## src/rtl/av_rx_settings.svh

```systemverilog
`ifndef AV_RX_SETTINGS_SVH
`define AV_RX_SETTINGS_SVH

// width of the start address that opens every packet.
`define AV_ADDR_W 24

// pixel bytes that follow the address in every packet.
`define AV_PIXELS_PER_PKT 320

// word address width of the external frame buffer.
`define AV_FB_ADDR_W 17

// audio FIFO depth in bytes, kept a power of two so the pointers wrap by themselves.
`define AV_AUDIO_DEPTH 16

`endif

```

## src/rtl/av_rx_pkg.sv

```systemverilog
`include "av_rx_settings.svh"

package av_rx_pkg;

    // one 2-bit symbol on the RMII-style link.
    typedef logic [1:0] dibit_t;

    // one pixel or audio sample.
    typedef logic [7:0] byte_t;

    typedef logic [`AV_ADDR_W-1:0] pkt_addr_t;

    typedef logic [`AV_FB_ADDR_W-1:0] fb_addr_t;

    // splitter phases within one packet.
    typedef enum logic [1:0] {
        recv_addr,
        recv_pixels,
        recv_audio
    } split_state_t;

endpackage

```

## src/rtl/media_if.sv

```systemverilog
`timescale 1ns/1ps

interface media_if;

    logic                  addr_strobe;  // one-cycle pulse when addr is complete.
    av_rx_pkg::pkt_addr_t  addr;
    logic                  pixel_strobe; // one-cycle pulse per pixel byte.
    av_rx_pkg::byte_t      pixel;

    modport splitter (
        output addr_strobe,
        output addr,
        output pixel_strobe,
        output pixel
    );

    modport writer (
        input addr_strobe,
        input addr,
        input pixel_strobe,
        input pixel
    );

endinterface

```

## src/rtl/frame_sync.sv

```systemverilog
`timescale 1ns/1ps

module frame_sync (
    input  logic              clk,
    input  logic              rst,
    input  logic              crs_dv,
    input  av_rx_pkg::dibit_t rxd,
    output logic              pay_valid,
    output av_rx_pkg::dibit_t pay_dibit
);

    localparam av_rx_pkg::dibit_t PREAMBLE_DIBIT = 2'b01;
    localparam av_rx_pkg::dibit_t SFD_DIBIT      = 2'b11;
    localparam int                PREAMBLE_MIN   = 4;

    logic [2:0] pre_cnt;  // saturates at PREAMBLE_MIN.
    logic       in_frame;
    logic       pre_ok;

    assign pre_ok = (pre_cnt == 3'(PREAMBLE_MIN));

    always_ff @(posedge clk) begin
        if (rst) begin
            pre_cnt   <= 3'd0;
            in_frame  <= 1'b0;
            pay_valid <= 1'b0;
        end else if (!crs_dv) begin
            pre_cnt   <= 3'd0; // carrier gone, hunt again.
            in_frame  <= 1'b0;
            pay_valid <= 1'b0;
        end else if (in_frame) begin
            pay_valid <= 1'b1;
        end else begin
            pay_valid <= 1'b0;
            if (rxd == PREAMBLE_DIBIT) begin
                if (!pre_ok) begin
                    pre_cnt <= pre_cnt + 3'd1;
                end
            end else if (rxd == SFD_DIBIT && pre_ok) begin
                in_frame <= 1'b1; // next dibit is the first payload dibit.
                pre_cnt  <= 3'd0;
            end else begin
                pre_cnt <= 3'd0; // broken preamble.
            end
        end
    end

    // the payload dibit is only meaningful while pay_valid is high.
    always_ff @(posedge clk) begin
        pay_dibit <= rxd;
    end

endmodule

```

## src/rtl/media_splitter.sv

```systemverilog
`timescale 1ns/1ps
`include "av_rx_settings.svh"

module media_splitter (
    input  logic              clk,
    input  logic              rst,
    input  logic              pay_valid,
    input  av_rx_pkg::dibit_t pay_dibit,
    media_if.splitter         media,
    output logic              audio_strobe,
    output av_rx_pkg::byte_t  audio
);

    localparam int BYTE_CNT_W = $clog2(`AV_PIXELS_PER_PKT);
    localparam int ADDR_BYTES = `AV_ADDR_W / 8;

    av_rx_pkg::split_state_t state;
    logic [1:0]              dib_cnt;   // dibit position within the current byte.
    logic [BYTE_CNT_W-1:0]   byte_cnt;
    logic                    byte_done;
    logic                    addr_strobe_q;
    logic                    pixel_strobe_q;
    av_rx_pkg::pkt_addr_t    addr_q;
    av_rx_pkg::byte_t        byte_sh;

    assign byte_done = (dib_cnt == 2'd3);

    always_ff @(posedge clk) begin
        if (rst) begin
            state          <= av_rx_pkg::recv_addr;
            dib_cnt        <= 2'd0;
            byte_cnt       <= '0;
            addr_strobe_q  <= 1'b0;
            pixel_strobe_q <= 1'b0;
            audio_strobe   <= 1'b0;
        end else begin
            addr_strobe_q  <= 1'b0;
            pixel_strobe_q <= 1'b0;
            audio_strobe   <= 1'b0;
            if (!pay_valid) begin
                state    <= av_rx_pkg::recv_addr; // a partial byte is dropped here.
                dib_cnt  <= 2'd0;
                byte_cnt <= '0;
            end else begin
                dib_cnt <= dib_cnt + 2'd1;
                case (state)
                    av_rx_pkg::recv_addr: begin
                        if (byte_done) begin
                            if (byte_cnt == BYTE_CNT_W'(ADDR_BYTES - 1)) begin
                                addr_strobe_q <= 1'b1;
                                byte_cnt      <= '0;
                                state         <= av_rx_pkg::recv_pixels;
                            end else begin
                                byte_cnt <= byte_cnt + 1'b1;
                            end
                        end
                    end
                    av_rx_pkg::recv_pixels: begin
                        if (byte_done) begin
                            pixel_strobe_q <= 1'b1;
                            if (byte_cnt == BYTE_CNT_W'(`AV_PIXELS_PER_PKT - 1)) begin
                                byte_cnt <= '0;
                                state    <= av_rx_pkg::recv_audio;
                            end else begin
                                byte_cnt <= byte_cnt + 1'b1;
                            end
                        end
                    end
                    av_rx_pkg::recv_audio: begin
                        if (byte_done) begin
                            audio_strobe <= 1'b1; // audio runs to the end of the packet.
                        end
                    end
                    default: state <= av_rx_pkg::recv_addr;
                endcase
            end
        end
    end

    // both shifters take the first dibit into the top bits.
    always_ff @(posedge clk) begin
        if (pay_valid) begin
            byte_sh <= {byte_sh[5:0], pay_dibit};
            if (state == av_rx_pkg::recv_addr) begin
                addr_q <= {addr_q[`AV_ADDR_W-3:0], pay_dibit};
            end
        end
    end

    assign media.addr_strobe  = addr_strobe_q;
    assign media.addr         = addr_q;
    assign media.pixel_strobe = pixel_strobe_q;
    assign media.pixel        = byte_sh;
    assign audio              = byte_sh;

    a_one_byte_kind: assert property (@(posedge clk) disable iff (rst)
        !(pixel_strobe_q && audio_strobe));

endmodule

```

## src/rtl/pixel_writer.sv

```systemverilog
`timescale 1ns/1ps
`include "av_rx_settings.svh"

module pixel_writer (
    input  logic                clk,
    input  logic                rst,
    media_if.writer             media,
    output logic                fb_we,
    output av_rx_pkg::fb_addr_t fb_addr,
    output av_rx_pkg::byte_t    fb_data
);

    av_rx_pkg::fb_addr_t base;
    av_rx_pkg::fb_addr_t pix_idx;   // pixel index within the current packet.
    logic                addr_seen;

    always_ff @(posedge clk) begin
        if (rst) begin
            fb_we     <= 1'b0;
            pix_idx   <= '0;
            addr_seen <= 1'b0;
        end else begin
            fb_we <= media.pixel_strobe;
            if (media.addr_strobe) begin
                pix_idx   <= '0;
                addr_seen <= 1'b1;
            end else if (media.pixel_strobe) begin
                pix_idx <= pix_idx + 1'b1;
            end
        end
    end

    always_ff @(posedge clk) begin
        if (media.addr_strobe) begin
            base <= media.addr[`AV_FB_ADDR_W-1:0]; // upper address bits select nothing here.
        end
        if (media.pixel_strobe) begin
            fb_addr <= base + pix_idx;
            fb_data <= media.pixel;
        end
    end

    // a write without a start address would land at an unknown location.
    a_addr_before_write: assert property (@(posedge clk) disable iff (rst)
        fb_we |-> addr_seen);

endmodule

```

## src/rtl/audio_fifo.sv

```systemverilog
`timescale 1ns/1ps
`include "av_rx_settings.svh"

module audio_fifo (
    input  logic             clk,
    input  logic             rst,
    input  logic             wr,
    input  av_rx_pkg::byte_t wr_data,
    input  logic             pop,
    output av_rx_pkg::byte_t rd_data,
    output logic             empty,
    output logic             overflow
);

    localparam int DEPTH = `AV_AUDIO_DEPTH;
    localparam int PTR_W = $clog2(DEPTH);

    av_rx_pkg::byte_t mem [DEPTH];
    logic [PTR_W-1:0] wptr;
    logic [PTR_W-1:0] rptr;
    logic [PTR_W:0]   count;
    logic             full;
    logic             do_wr;
    logic             do_rd;

    assign full  = (count == (PTR_W+1)'(DEPTH));
    assign empty = (count == '0);
    assign do_wr = wr && !full;
    assign do_rd = pop && !empty; // a pop on an empty FIFO is ignored.

    always_ff @(posedge clk) begin
        if (rst) begin
            wptr     <= '0;
            rptr     <= '0;
            count    <= '0;
            overflow <= 1'b0;
        end else begin
            if (do_wr) begin
                wptr <= wptr + 1'b1;
            end
            if (do_rd) begin
                rptr <= rptr + 1'b1;
            end
            if (do_wr && !do_rd) begin
                count <= count + 1'b1;
            end else if (do_rd && !do_wr) begin
                count <= count - 1'b1;
            end
            if (wr && full) begin
                overflow <= 1'b1; // sticky until reset.
            end
        end
    end

    always_ff @(posedge clk) begin
        if (do_wr) begin
            mem[wptr] <= wr_data;
        end
    end

    // show-ahead read port.
    assign rd_data = mem[rptr];

    a_count_bound: assert property (@(posedge clk) disable iff (rst)
        count <= (PTR_W+1)'(DEPTH));

endmodule

```

## src/rtl/av_stream_receiver.sv

```systemverilog
`timescale 1ns/1ps

module av_stream_receiver (
    input  logic                clk,
    input  logic                rst,
    input  logic                crs_dv,
    input  av_rx_pkg::dibit_t   rxd,
    output logic                fb_we,
    output av_rx_pkg::fb_addr_t fb_addr,
    output av_rx_pkg::byte_t    fb_data,
    input  logic                audio_pop,
    output av_rx_pkg::byte_t    audio_out,
    output logic                audio_empty,
    output logic                audio_overflow
);

    logic              pay_valid;
    av_rx_pkg::dibit_t pay_dibit;
    logic              audio_strobe;
    av_rx_pkg::byte_t  audio;

    media_if media ();

    frame_sync u_frame_sync (
        .clk       (clk),
        .rst       (rst),
        .crs_dv    (crs_dv),
        .rxd       (rxd),
        .pay_valid (pay_valid),
        .pay_dibit (pay_dibit)
    );

    media_splitter u_media_splitter (
        .clk          (clk),
        .rst          (rst),
        .pay_valid    (pay_valid),
        .pay_dibit    (pay_dibit),
        .media        (media.splitter),
        .audio_strobe (audio_strobe),
        .audio        (audio)
    );

    pixel_writer u_pixel_writer (
        .clk     (clk),
        .rst     (rst),
        .media   (media.writer),
        .fb_we   (fb_we),
        .fb_addr (fb_addr),
        .fb_data (fb_data)
    );

    audio_fifo u_audio_fifo (
        .clk      (clk),
        .rst      (rst),
        .wr       (audio_strobe),
        .wr_data  (audio),
        .pop      (audio_pop),
        .rd_data  (audio_out),
        .empty    (audio_empty),
        .overflow (audio_overflow)
    );

endmodule

```

## config.mk

```make
export PLATFORM = sky130hd
export DESIGN_NAME = av_stream_receiver
export DESIGN_NICKNAME = d
export VERILOG_FILES = /design/src/rtl/av_rx_pkg.sv /design/src/rtl/media_if.sv /design/src/rtl/frame_sync.sv /design/src/rtl/media_splitter.sv /design/src/rtl/pixel_writer.sv /design/src/rtl/audio_fifo.sv /design/src/rtl/av_stream_receiver.sv
export VERILOG_INCLUDE_DIRS = /design/src /design/src/rtl
export SDC_FILE = /design/constraint.sdc
export NUM_CORES = 1
export LEC_CHECK = 0
export ABC_AREA = 1
export BUFFER_PORTS_ARGS = -buffer_cell sky130_fd_sc_hd__buf_2
export CAP_MARGIN = 0
export CORE_ASPECT_RATIO = 0.75
export CORE_MARGIN = 3
export CORE_UTILIZATION = 45
export CTS_CLUSTER_SIZE = 8
export DETAILED_ROUTE_END_ITERATION = 12
export HOLD_SLACK_MARGIN = 0.03
export PLACE_DENSITY = 0.62
export SYNTH_ARGS = -nofsm -noshare
export SYNTH_HDL_FRONTEND = slang
export SYNTH_SLANG_ARGS = --single-unit
```

## constraint.sdc

```tcl
create_clock -name clk -period 2.5 [get_ports clk]
set_clock_uncertainty 0.1 [all_clocks]
set_input_delay 0.5 -clock clk [delete_from_list [all_inputs] [get_ports clk]]
set_output_delay 0.5 -clock clk [all_outputs]
set_load 0.01 [all_outputs]
```

Word level (Yosys, flattened, before mapping)
Memory sizes are Yosys's and may differ from the RTL's. A register that Yosys moved wholly into a read port is not among the register bits.
Cells that the tools add are included.
W data, S select, Z words.
{ "word_totals": {"mem_bits_ro": 0, "inputBits": 6, "latchBits": 0, "mem_count": 1, "wordCells": 100, "mem_bits_rw": 128, "output_inout_bits": 36, "ff_bits": 122} }
{ "memory_table": {"columns": ["name", "depth", "word_bits", "read_ports", "rd_clocked_by_memory_dff", "write_ports", "line", "rtl"], "rows": [
  ["u_audio_fifo.mem", 16, 8, 1, 1, 1, "audio_fifo.sv:18", "av_rx_pkg::byte_t mem [DEPTH];"]
]} }
{ "classes": {"eq_ne": 14, "n_mul": 0, "n_lt_le_gt_ge": 0, "muxes": 24, "shift": 0, "add_sub_neg": 9, "n_reduce_logical": 24, "n_div": 0, "bitwise_logic": 7} }
{ "op_table": {"columns": ["op", "count"], "rows": [
  ["$mux W9", 4],
  ["$pmux W9 S2", 1],
  ["$add A17 B1 Y17 const B", 1],
  ["$add A17 B17 Y17", 1],
  ["$mux W5", 2],
  ["$add A9 B1 Y9 const B", 1],
  ["$eq A9 B2 Y1 const B", 1],
  ["$eq A9 B9 Y1 const B", 1],
  ["$add A4 B1 Y4 const B", 2],
  ["$mux W1", 8],
  ["$mux W2", 4],
  ["$mux W4", 2],
  ["$ne A2 B1 Y1 const B", 4],
  ["$not A1 Y1", 7],
  ["$eq A2 B2 Y1 const B", 3],
  ["$logic_and A1 B1 Y1", 6],
  ["$mux W3", 2],
  ["$pmux W2 S3", 1],
  ["$reduce_or A2 Y1", 3],
  ["$reduce_or A3 Y1", 2],
  ["$add A5 B1 Y5 const B", 1],
  ["$eq A5 B5 Y1 const B", 1],
  ["$logic_not A5 Y1", 1],
  ["$reduce_and A5 Y1", 1],
  ["12 further kinds", 18]
]} }

Logic depth before layout (Yosys ltp)
Gate-level depths: netlist of run 1.
{ "depth": {"word_depth": 7, "depth_mapped": 14, "depth_no_buf": 14} }

By module
Synthesis of run 1 repeated with hierarchy kept, for this count alone.
{ "hier_totals": {"hier_cells": 1220, "area_unflattened_um2": 11803.8} }
{ "modules_own_cells": {"columns": ["module", "instances", "cells_each", "seq_area_each_um2", "area_each_um2"], "rows": [
  ["audio_fifo", 1, 660, 4204.0, 6485.0],
  ["pixel_writer", 1, 370, 1621.6, 3144.3],
  ["media_splitter", 1, 151, 1281.2, 1861.8],
  ["frame_sync", 1, 39, 140.1, 312.8]
]} }

Worst setup path before layout of run 1
No wires, ideal clock.
{ "synth_path": {"path_type": "register -> register", "startpoint": "reg u_audio_fifo.count[0]", "endpoint": "reg u_audio_fifo.count[4]", "t_required_ns": 2.330, "stages_incl_launch_ff": 15, "arrival_time_ns": 1.835, "setup_time_ns": 0.070, "period_less_slack_ns": 2.005, "n_path_buf": 0, "path_slack_ns": 0.495, "path_cell_list": "dfxtp_1 -> nor2_1 -> nand4_1 -> nand2_2 -> inv_2 -> ha_1 -> inv_1 -> fa_1 -> nand2_1 -> a21oi_1 -> nor2_1 -> nand2_1 -> nand2_1 -> nand2_1 -> a21oi_1"} }
{ "synth_via": {"elab_chain_cells": 6, "elab_cells_between_ends": 15, "classes_between": "2 x add/sub; 1 x eq/ne; 2 x mux; 10 x reduce/logical"} }
{ "synth_rtl": {"columns": ["element", "line", "rtl"], "rows": [
  ["from (decl)", "audio_fifo.sv:21", "logic [PTR_W:0] count;"],
  ["from (signal assigned)", "audio_fifo.sv:45", "count <= count + 1'b1;"],
  ["from (signal assigned)", "audio_fifo.sv:47", "count <= count - 1'b1;"],
  ["$eq A5 B5 Y1 *", "audio_fifo.sv:26", "assign full = (count == (PTR_W+1)'(DEPTH));"],
  ["$logic_not A1 Y1 *", "audio_fifo.sv:28", "assign do_wr = wr && !full;"],
  ["$logic_and A1 B1 Y1 *", "audio_fifo.sv:28", null],
  ["net u_audio_fifo.do_wr", "audio_fifo.sv:23", "logic do_wr;"],
  ["$logic_not A1 Y1", "audio_fifo.sv:46", "end else if (do_rd && !do_wr) begin"],
  ["$logic_and A1 B1 Y1", "audio_fifo.sv:46", null],
  ["$reduce_bool A2 Y1 (no source line)", null, null]
]} }
Mark *: on every way through the listed nets, which the timed path passes. The rest lies on a longest branch. The select of a mux whose other input is x is not followed.
A chain may end at the register's enable or synchronous reset.

==> results_dict.tcl, run 1 <==
set metrics [dict create \
    status "completed" \
    area.growth.synth_to_final_pct 17.6 \
    dr.pass1.iters 5 \
    place_area_mm2 0.0115 \
    post-synth-top-area-fraction 0.541 \
    post_synth_main_area_contributors "edfxtp_1 54%, dfxtp_1 11%, nand2_1 5.5%, inv_1 4.8%, nand3_1 3.8%" \
    crit_type "reg -> out" \
    antenna_found_initial 0 \
    clock_path_buffers 3 \
    fin_area_mm2 0.0127 \
    final-hold-violation-count 0 \
    power.internal_uw 8230 \
    grt_pass1_wl_um 36600 \
    final-setup-viol-count 0 \
    insertion_delay_ns 0.50 \
    finalMaxSlewViolations 0 \
    port_buffers 41 \
    drive_above_1_share 0.131 \
    most_frequent_cells_after_synthesis "195 x edfxtp_1, 158 x nand2_1, 138 x inv_1, 82 x nand3_1, 80 x a21oi_1" \
    critical_path_peak_fanout 15 \
    final_net_count 1122 \
    p_per_area_mw_per_mm2 877 \
    p_leak_uw 0.00498 \
    finalPower_uw 11200 \
    route.detailed.wl_per_inst_um 16.4 \
    pwr-share-comb 0.174 \
    routabilityCongestion 0.893 \
    synth.yosys.seq_area_share 0.650 \
    worst_r2r_path_depth 13 \
    dieArea_mm2 0.0260 \
    cts_made_buffers 37 \
    synth_async_sr_flop_share 0 \
    htreeDepth 2 \
    cts.hold.buffers_added 0 \
    critPathLaunchType "flop" \
    cts_num_sinks 254 \
    cts_tree "done" \
    syn_nets 1034 \
    mappedNetlistArea_mm2 0.0108 \
    drv_cap 0 \
    tightest_slew_ns 0.821 \
    netSwitchingFraction 0.264 \
    syn_avg_cell_area_um2 10.9 \
    r2r_start "u_audio_fifo.count[1]" \
    worst-endpoint-arrival_ns 1.85 \
    ys.warnings.count 0 \
    grt.total_usage 0.180 \
    drt-initial-drc-count 665 \
    hold_path.class "in -> reg" \
    p_clk_frac 0.407 \
    initial_utilization 0.465 \
    die_y_um 140 \
    num_antenna_cells 0 \
    placeableCoreArea_mm2 0.0233 \
    synthDominantAreaCellType "edfxtp_1" \
    vias 7170 \
    reg2reg_setup_slack_ns 0.25 \
    synth_cells 995 \
    fin_crit_sh 0.981 \
    synth_top_flop_cell "edfxtp_1" \
    clock_pin_slew_of_the_registers_on_the_worst_case_setup_and_hold_paths_ns 0.05 \
    synth-edff-count 195 \
    row_count 48 \
    route.antenna.remaining_nets 0 \
    post-route-util 0.546 \
    drc 0 \
    fin_crit_ns 2.45 \
    pwr-share-seq 0.419 \
    crit-reg2reg-capture "u_audio_fifo.count[4]" \
    i_o_pins 42 \
    residual_overflow_from_global_routing 0 \
    slew-limit-headroom 0.453 \
    netlist-cell-type-count 36 \
    synthMostInstantiatedCell "edfxtp_1" \
    maximum_number_of_pins_on_one_net_before_global_route_repair 42 \
    vdd_ir_drop_max_v 0.000378 \
    die_width_um 185 \
    cts.root.buffer_cell "clkbuf_16" \
    wl_um 23000 \
    post_drt_via_cell_ratio 5.10 \
    finalSetupTns_ns 0 \
    power_switching_uw 2940 \
    cp_endpoint "audio_out[0]" \
    first_global_vias 6654 \
    max_freq_mhz 408 \
    worstSetupEndpointType "output pin" \
    synth.ff_latch_count 254 \
    fin_worst_hold_slack_ns 0.0678 \
    worstPathRequired_ns 1.90 \
    hpwl_after_detailed_placement_um 15000 \
]
==> placed cells by master (no fill, tap or decap), drive strengths merged, types with 2 or more instances in the layout <==
cell,netlist,routed
edfxtp,195,195
nand2,162,162
inv,142,142
nand3,82,82
a21oi,80,80
nor2,77,77
buf,23,75
clkbuf,4,60
dfxtp,59,59
o21ai,55,55
o211ai,32,32
ha,31,31
xor2,18,18
nor3,8,8
nand4,8,8
xnor2,4,4
and2,4,4
and3,2,2
a211oi,2,2
a21o,2,2
fa,2,2
==> power groups by stage <==
| stage | sequential [uW] | clock, uW | combinational (uW) |
|---|---|---|---|
| after CTS | 4690 | 4630 | 1830 |
| after detailed placement | 4820 | 0 | 1640 |
| after global placement | 4820 | 0 | 1620 |
| final | 4680 | 4540 | 1940 |
| after global routing | 4690 | 4830 | 2170 |
| after floorplan | 4690 | 0 | 1240 |
==> cell type report <==
type | instances | area [um2]
Tap cell | 300 | 375
Inverter | 142 | 537
Timing Repair Buffer | 76 | 596
Fill cell | 2006 | 10600
Clock buffer | 60 | 1050
Sequential cell | 254 | 7050
Multi-Input combinational cell | 572 | 3110
Clock inverter | 1 | 8.76
==> routing by layer <==
metal  wire length, um  GRT usage
met3              1630     0.0384
met4               424     0.0489
met2              9220      0.247
met5                 0          0
met1             11800      0.288
==> timing repair <==
item / CTS / global route
cloned: 1 / 0
buffers inserted: 3 / 2
pin swaps: 0 / 4
endpoints found under the setup margin: 8 / 9
gates resized for setup: 3 / 17
==> per-stage QoR <==
step	instances	worst slack, ns
2_1_floorplan	995	0.495
3_3_place_gp	1338	0.316
3_5_place_dp	1338	0.243
4_1_cts	1403	0.00204
5_1_grt	1405	-0.00407
6_report	1405	0.0483
==> critical path, cell delays in order (launching register included) <==
cell and delay [ns]:
dfxtp_4 0.37, bufbuf_16 0.29, a21oi_1 0.13, o21ai_0 0.12, nand3_1 0.10, nand3_1 0.10, nand2_1 0.11, buf_2 0.13
==> worst min-delay path by stage <==
stage / from / end / slack, ns / cells after the start
after floorplan: u_media_splitter.dib_cnt[0] / u_media_splitter.dib_cnt[0] / 0.30 / 1
after global placement: u_media_splitter.media.addr[15] / u_pixel_writer.base[15] / 0.30 / 0
after detailed placement: u_media_splitter.media.addr[16] / u_pixel_writer.base[16] / 0.31 / 0
after CTS: rxd[0] / u_frame_sync.pay_dibit[0] / 0.05 / 1
after global routing: rxd[0] / u_frame_sync.pay_dibit[0] / 0.05 / 1
final: rxd[0] / u_frame_sync.pay_dibit[0] / 0.07 / 1
==> registers in the layout (all words and copies together), names as in the netlist, 3 cells and up, named ones only <==
name / count
u_audio_fifo.mem: 128
u_media_splitter.media.addr: 17
u_pixel_writer.base: 17
u_pixel_writer.fb_addr: 17
u_pixel_writer.pix_idx: 17
u_media_splitter.byte_cnt: 9
u_media_splitter.audio: 8
u_pixel_writer.fb_data: 8
u_audio_fifo.count: 5
u_audio_fifo.rptr: 4
u_audio_fifo.wptr: 4
u_frame_sync.pre_cnt: 3
==> cell families after synthesis <==
| family | synth area share |
|---|---|
| DFF | 0.650 |
| and+or+nand+nor | 0.140 |
| xor gates and xnor gates | 0.0178 |
| buffers and inverters | 0.0642 |
| AOI/OAI and AO/OA | 0.0890 |
| adders and majority gates | 0.0395 |
Power figures use the tool's default switching activity.
==> run 2: changes to the inputs <==
Settings changed: CORE_ASPECT_RATIO 0.75 to 1.25.
==> run 2 against run 1 <==
Compared with the run above: sequential power hardly changed; hold slack better by 0.16 ns; sequential cell count stayed put; die area hardly changed; clock power is 1% lower; worst setup slack better by 0.014 ns; cell count is 1.4% higher; non-clock buffer count is 2 higher; critical path type unchanged; largest cell class unchanged; highest routed layer unchanged.
==> results_dict.tcl, run 2 (synthesis gave the netlist of run 1 again) <==
set metrics [dict create \
    maximum_number_of_pins_on_one_net_before_global_route_repair 65 \
    worstPathRequired_ns 1.90 \
    p_clk_frac 0.403 \
    finalMaxSlewViolations 0 \
    pwr-share-seq 0.420 \
    crit_type "reg -> out" \
    buffer_and_inverter_count_on_the_worst_path 3 \
    netSwitchingFraction 0.262 \
    p_per_area_mw_per_mm2 869 \
    residual_overflow_from_global_routing 0 \
    vias 7138 \
    route.antenna.remaining_nets 0 \
    worstSetupEndpointType "output pin" \
    dp_worst_setup_slack_ns 0.264 \
    critical_path_peak_fanout 6 \
    drt-initial-drc-count 416 \
    post_drt_via_cell_ratio 5.01 \
    critPathLaunchType "flop" \
    flip_flop_count_of_the_largest_register_after_layout 128 \
    row_count 62 \
    port_buffers 41 \
    cts_tree "done" \
    finalPower_uw 11100 \
    die_y_um 179 \
    final_non_filler_cells 1424 \
    clock_path_buffers 3 \
    rsz0062_at_grt "yes" \
    setup_ws_ns 0.0622 \
    drive_above_1_share 0.133 \
    grt.total_usage 0.176 \
    hpwl_after_detailed_placement_um 14700 \
    htreeDepth 2 \
    vdd_ir_drop_max_v 0.000494 \
    worst-endpoint-arrival_ns 1.84 \
    first_global_vias 7056 \
    reg2reg_setup_slack_ns 0.26 \
    delay_of_the_slowest_cell_on_the_worst_path_ns 0.37 \
    final-hold-violation-count 0 \
    cp_cell_sequence "buf_12 > buf_12 > o211ai_1 > nand3_1 > nand3_1 > nand2_1 > buf_2" \
    insertion_delay_ns 0.51 \
    num_antenna_cells 0 \
    cts_num_sinks 254 \
    fin_crit_sh 0.975 \
    fin_crit_ns 2.44 \
    area.growth.synth_to_final_pct 18.3 \
    layout.cells.most_common "edfxtp_1" \
    i_o_pins 42 \
    wl_um 22900 \
    cts_made_buffers 37 \
    layout.cells.most_common_list "195 x edfxtp_1, 157 x nand2_1, 138 x inv_1, 80 x nand3_1, 78 x a21oi_1" \
    dr.pass1.iters 5 \
    slew-limit-headroom 0.470 \
    power.internal_uw 8220 \
    power_switching_uw 2910 \
    final-setup-viol-count 0 \
    antenna_found_initial 0 \
    p_leak_uw 0.00500 \
    grt_pass1_wl_um 36200 \
    critical-path-top-delay-family "buffers and inverters" \
    final_net_count 1124 \
    pwr-share-comb 0.177 \
    routabilityCongestion 0.860 \
    die_width_um 145 \
    regMostFlops "u_audio_fifo.mem" \
    dieArea_mm2 0.0260 \
    cts.root.buffer_cell "clkbuf_16" \
    status "completed" \
    hold_path.startpoint "audio_pop" \
    dp.cells 1356 \
    initial_utilization 0.464 \
    max_freq_mhz 410 \
    tightest_slew_ns 0.795 \
    critPathSlowestCell "dfxtp_4" \
    route.detailed.wl_per_inst_um 16.1 \
    drc 0 \
    clock_pin_slew_of_the_registers_on_the_worst_case_setup_and_hold_paths_ns 0.05 \
    r2r_start "u_audio_fifo.count[2]" \
    drv_cap 0 \
    placeableCoreArea_mm2 0.0233 \
    hold_path.class "in -> reg" \
]
-- run 2: changes by cell type in the layout (fill, tap and decap cells not counted), sizes merged --
cell / previous run / this run
bufbuf: 1 / 0
buf: 75 / 72
clkinvlp: 1 / 0
clkbuf: 60 / 61
clkinv: 0 / 1
dlygate4sd3: 0 / 2
-- run 2: path summary, 6_finish.rpt --
check                                               end  cells after the start
worst min-delay path               u_audio_fifo.rptr[0]                      3
worst max-delay path                       audio_out[6]                      7
worst max register to register    u_audio_fifo.count[4]                     14
worst min register to register  u_pixel_writer.base[15]                      0
-- run 2: through the flow --
| stage | hold slack (ns) | instance area [um2] | util | TNS, ns |
|---|---|---|---|---|
| after floorplan | 0.299 | 10800 | - | 0 |
| after global placement | 0.302 | 11500 | 0.494 | 0 |
| after detailed placement | 0.308 | 11500 | 0.494 | 0 |
| after CTS | 0.215 | 12700 | 0.542 | 0 |
| after global routing | 0.239 | 12800 | 0.548 | -0.0226 |
| final | 0.225 | 12800 | 0.548 | 0 |
-- run 2: routing by layer --
layer / global-route usage / share of wire / vias up
met5: 0 / 0 / -
met4: 0.0534 / 0.023 / 0
met3: 0.0316 / 0.039 / 42
met2: 0.313 / 0.53 / 121
met1: 0.214 / 0.41 / 3392
li1: - / - / 3583
-- run 2: worst register-to-register path, cell delays in order (launching register included) --
cell and delay [ns]:
dfxtp_1 0.39, inv_1 0.09, nand4_1 0.14, nand2_2 0.12, inv_4 0.11, ha_1 0.19
inv_1 0.12, fa_1 0.42, nand2_1 0.08, a21oi_1 0.07, nor2_1 0.09, nand2_1 0.05
nand2_1 0.06, nand2_1 0.04, a21oi_1 0.11
-- run 2: power groups by stage --
stage,clock (uW),combinational [uW],sequential [uW]
5_1_grt,4770,2210,4680
6_report,4480,1970,4670
3_3_place_gp,0,1590,4800
4_1_cts,4560,1790,4650
2_1_floorplan,0,1240,4690
3_5_place_dp,0,1600,4800
-- run 2: cell type report --
class	count	area, um2
sequential	254	7050
inverter	142	536
multi-input combinational	572	3130
tap	320	400
fill	2010	10500
clock buffer	57	1030
clock inverter	1	16.3
timing repair buffer	78	647
-- run 2: timing repair --
| action | in CTS | in global routing |
|---|---|---|
| pin swaps | 0 | 7 |
| resized for setup | 0 | 13 |
| cloned | 0 | 4 |
| hold buffers | 2 | 0 |
| buffers inserted | 4 | 0 |
| hold endpoints to repair | 2 | 0 |
| endpoints found under the setup margin | 8 | 7 |
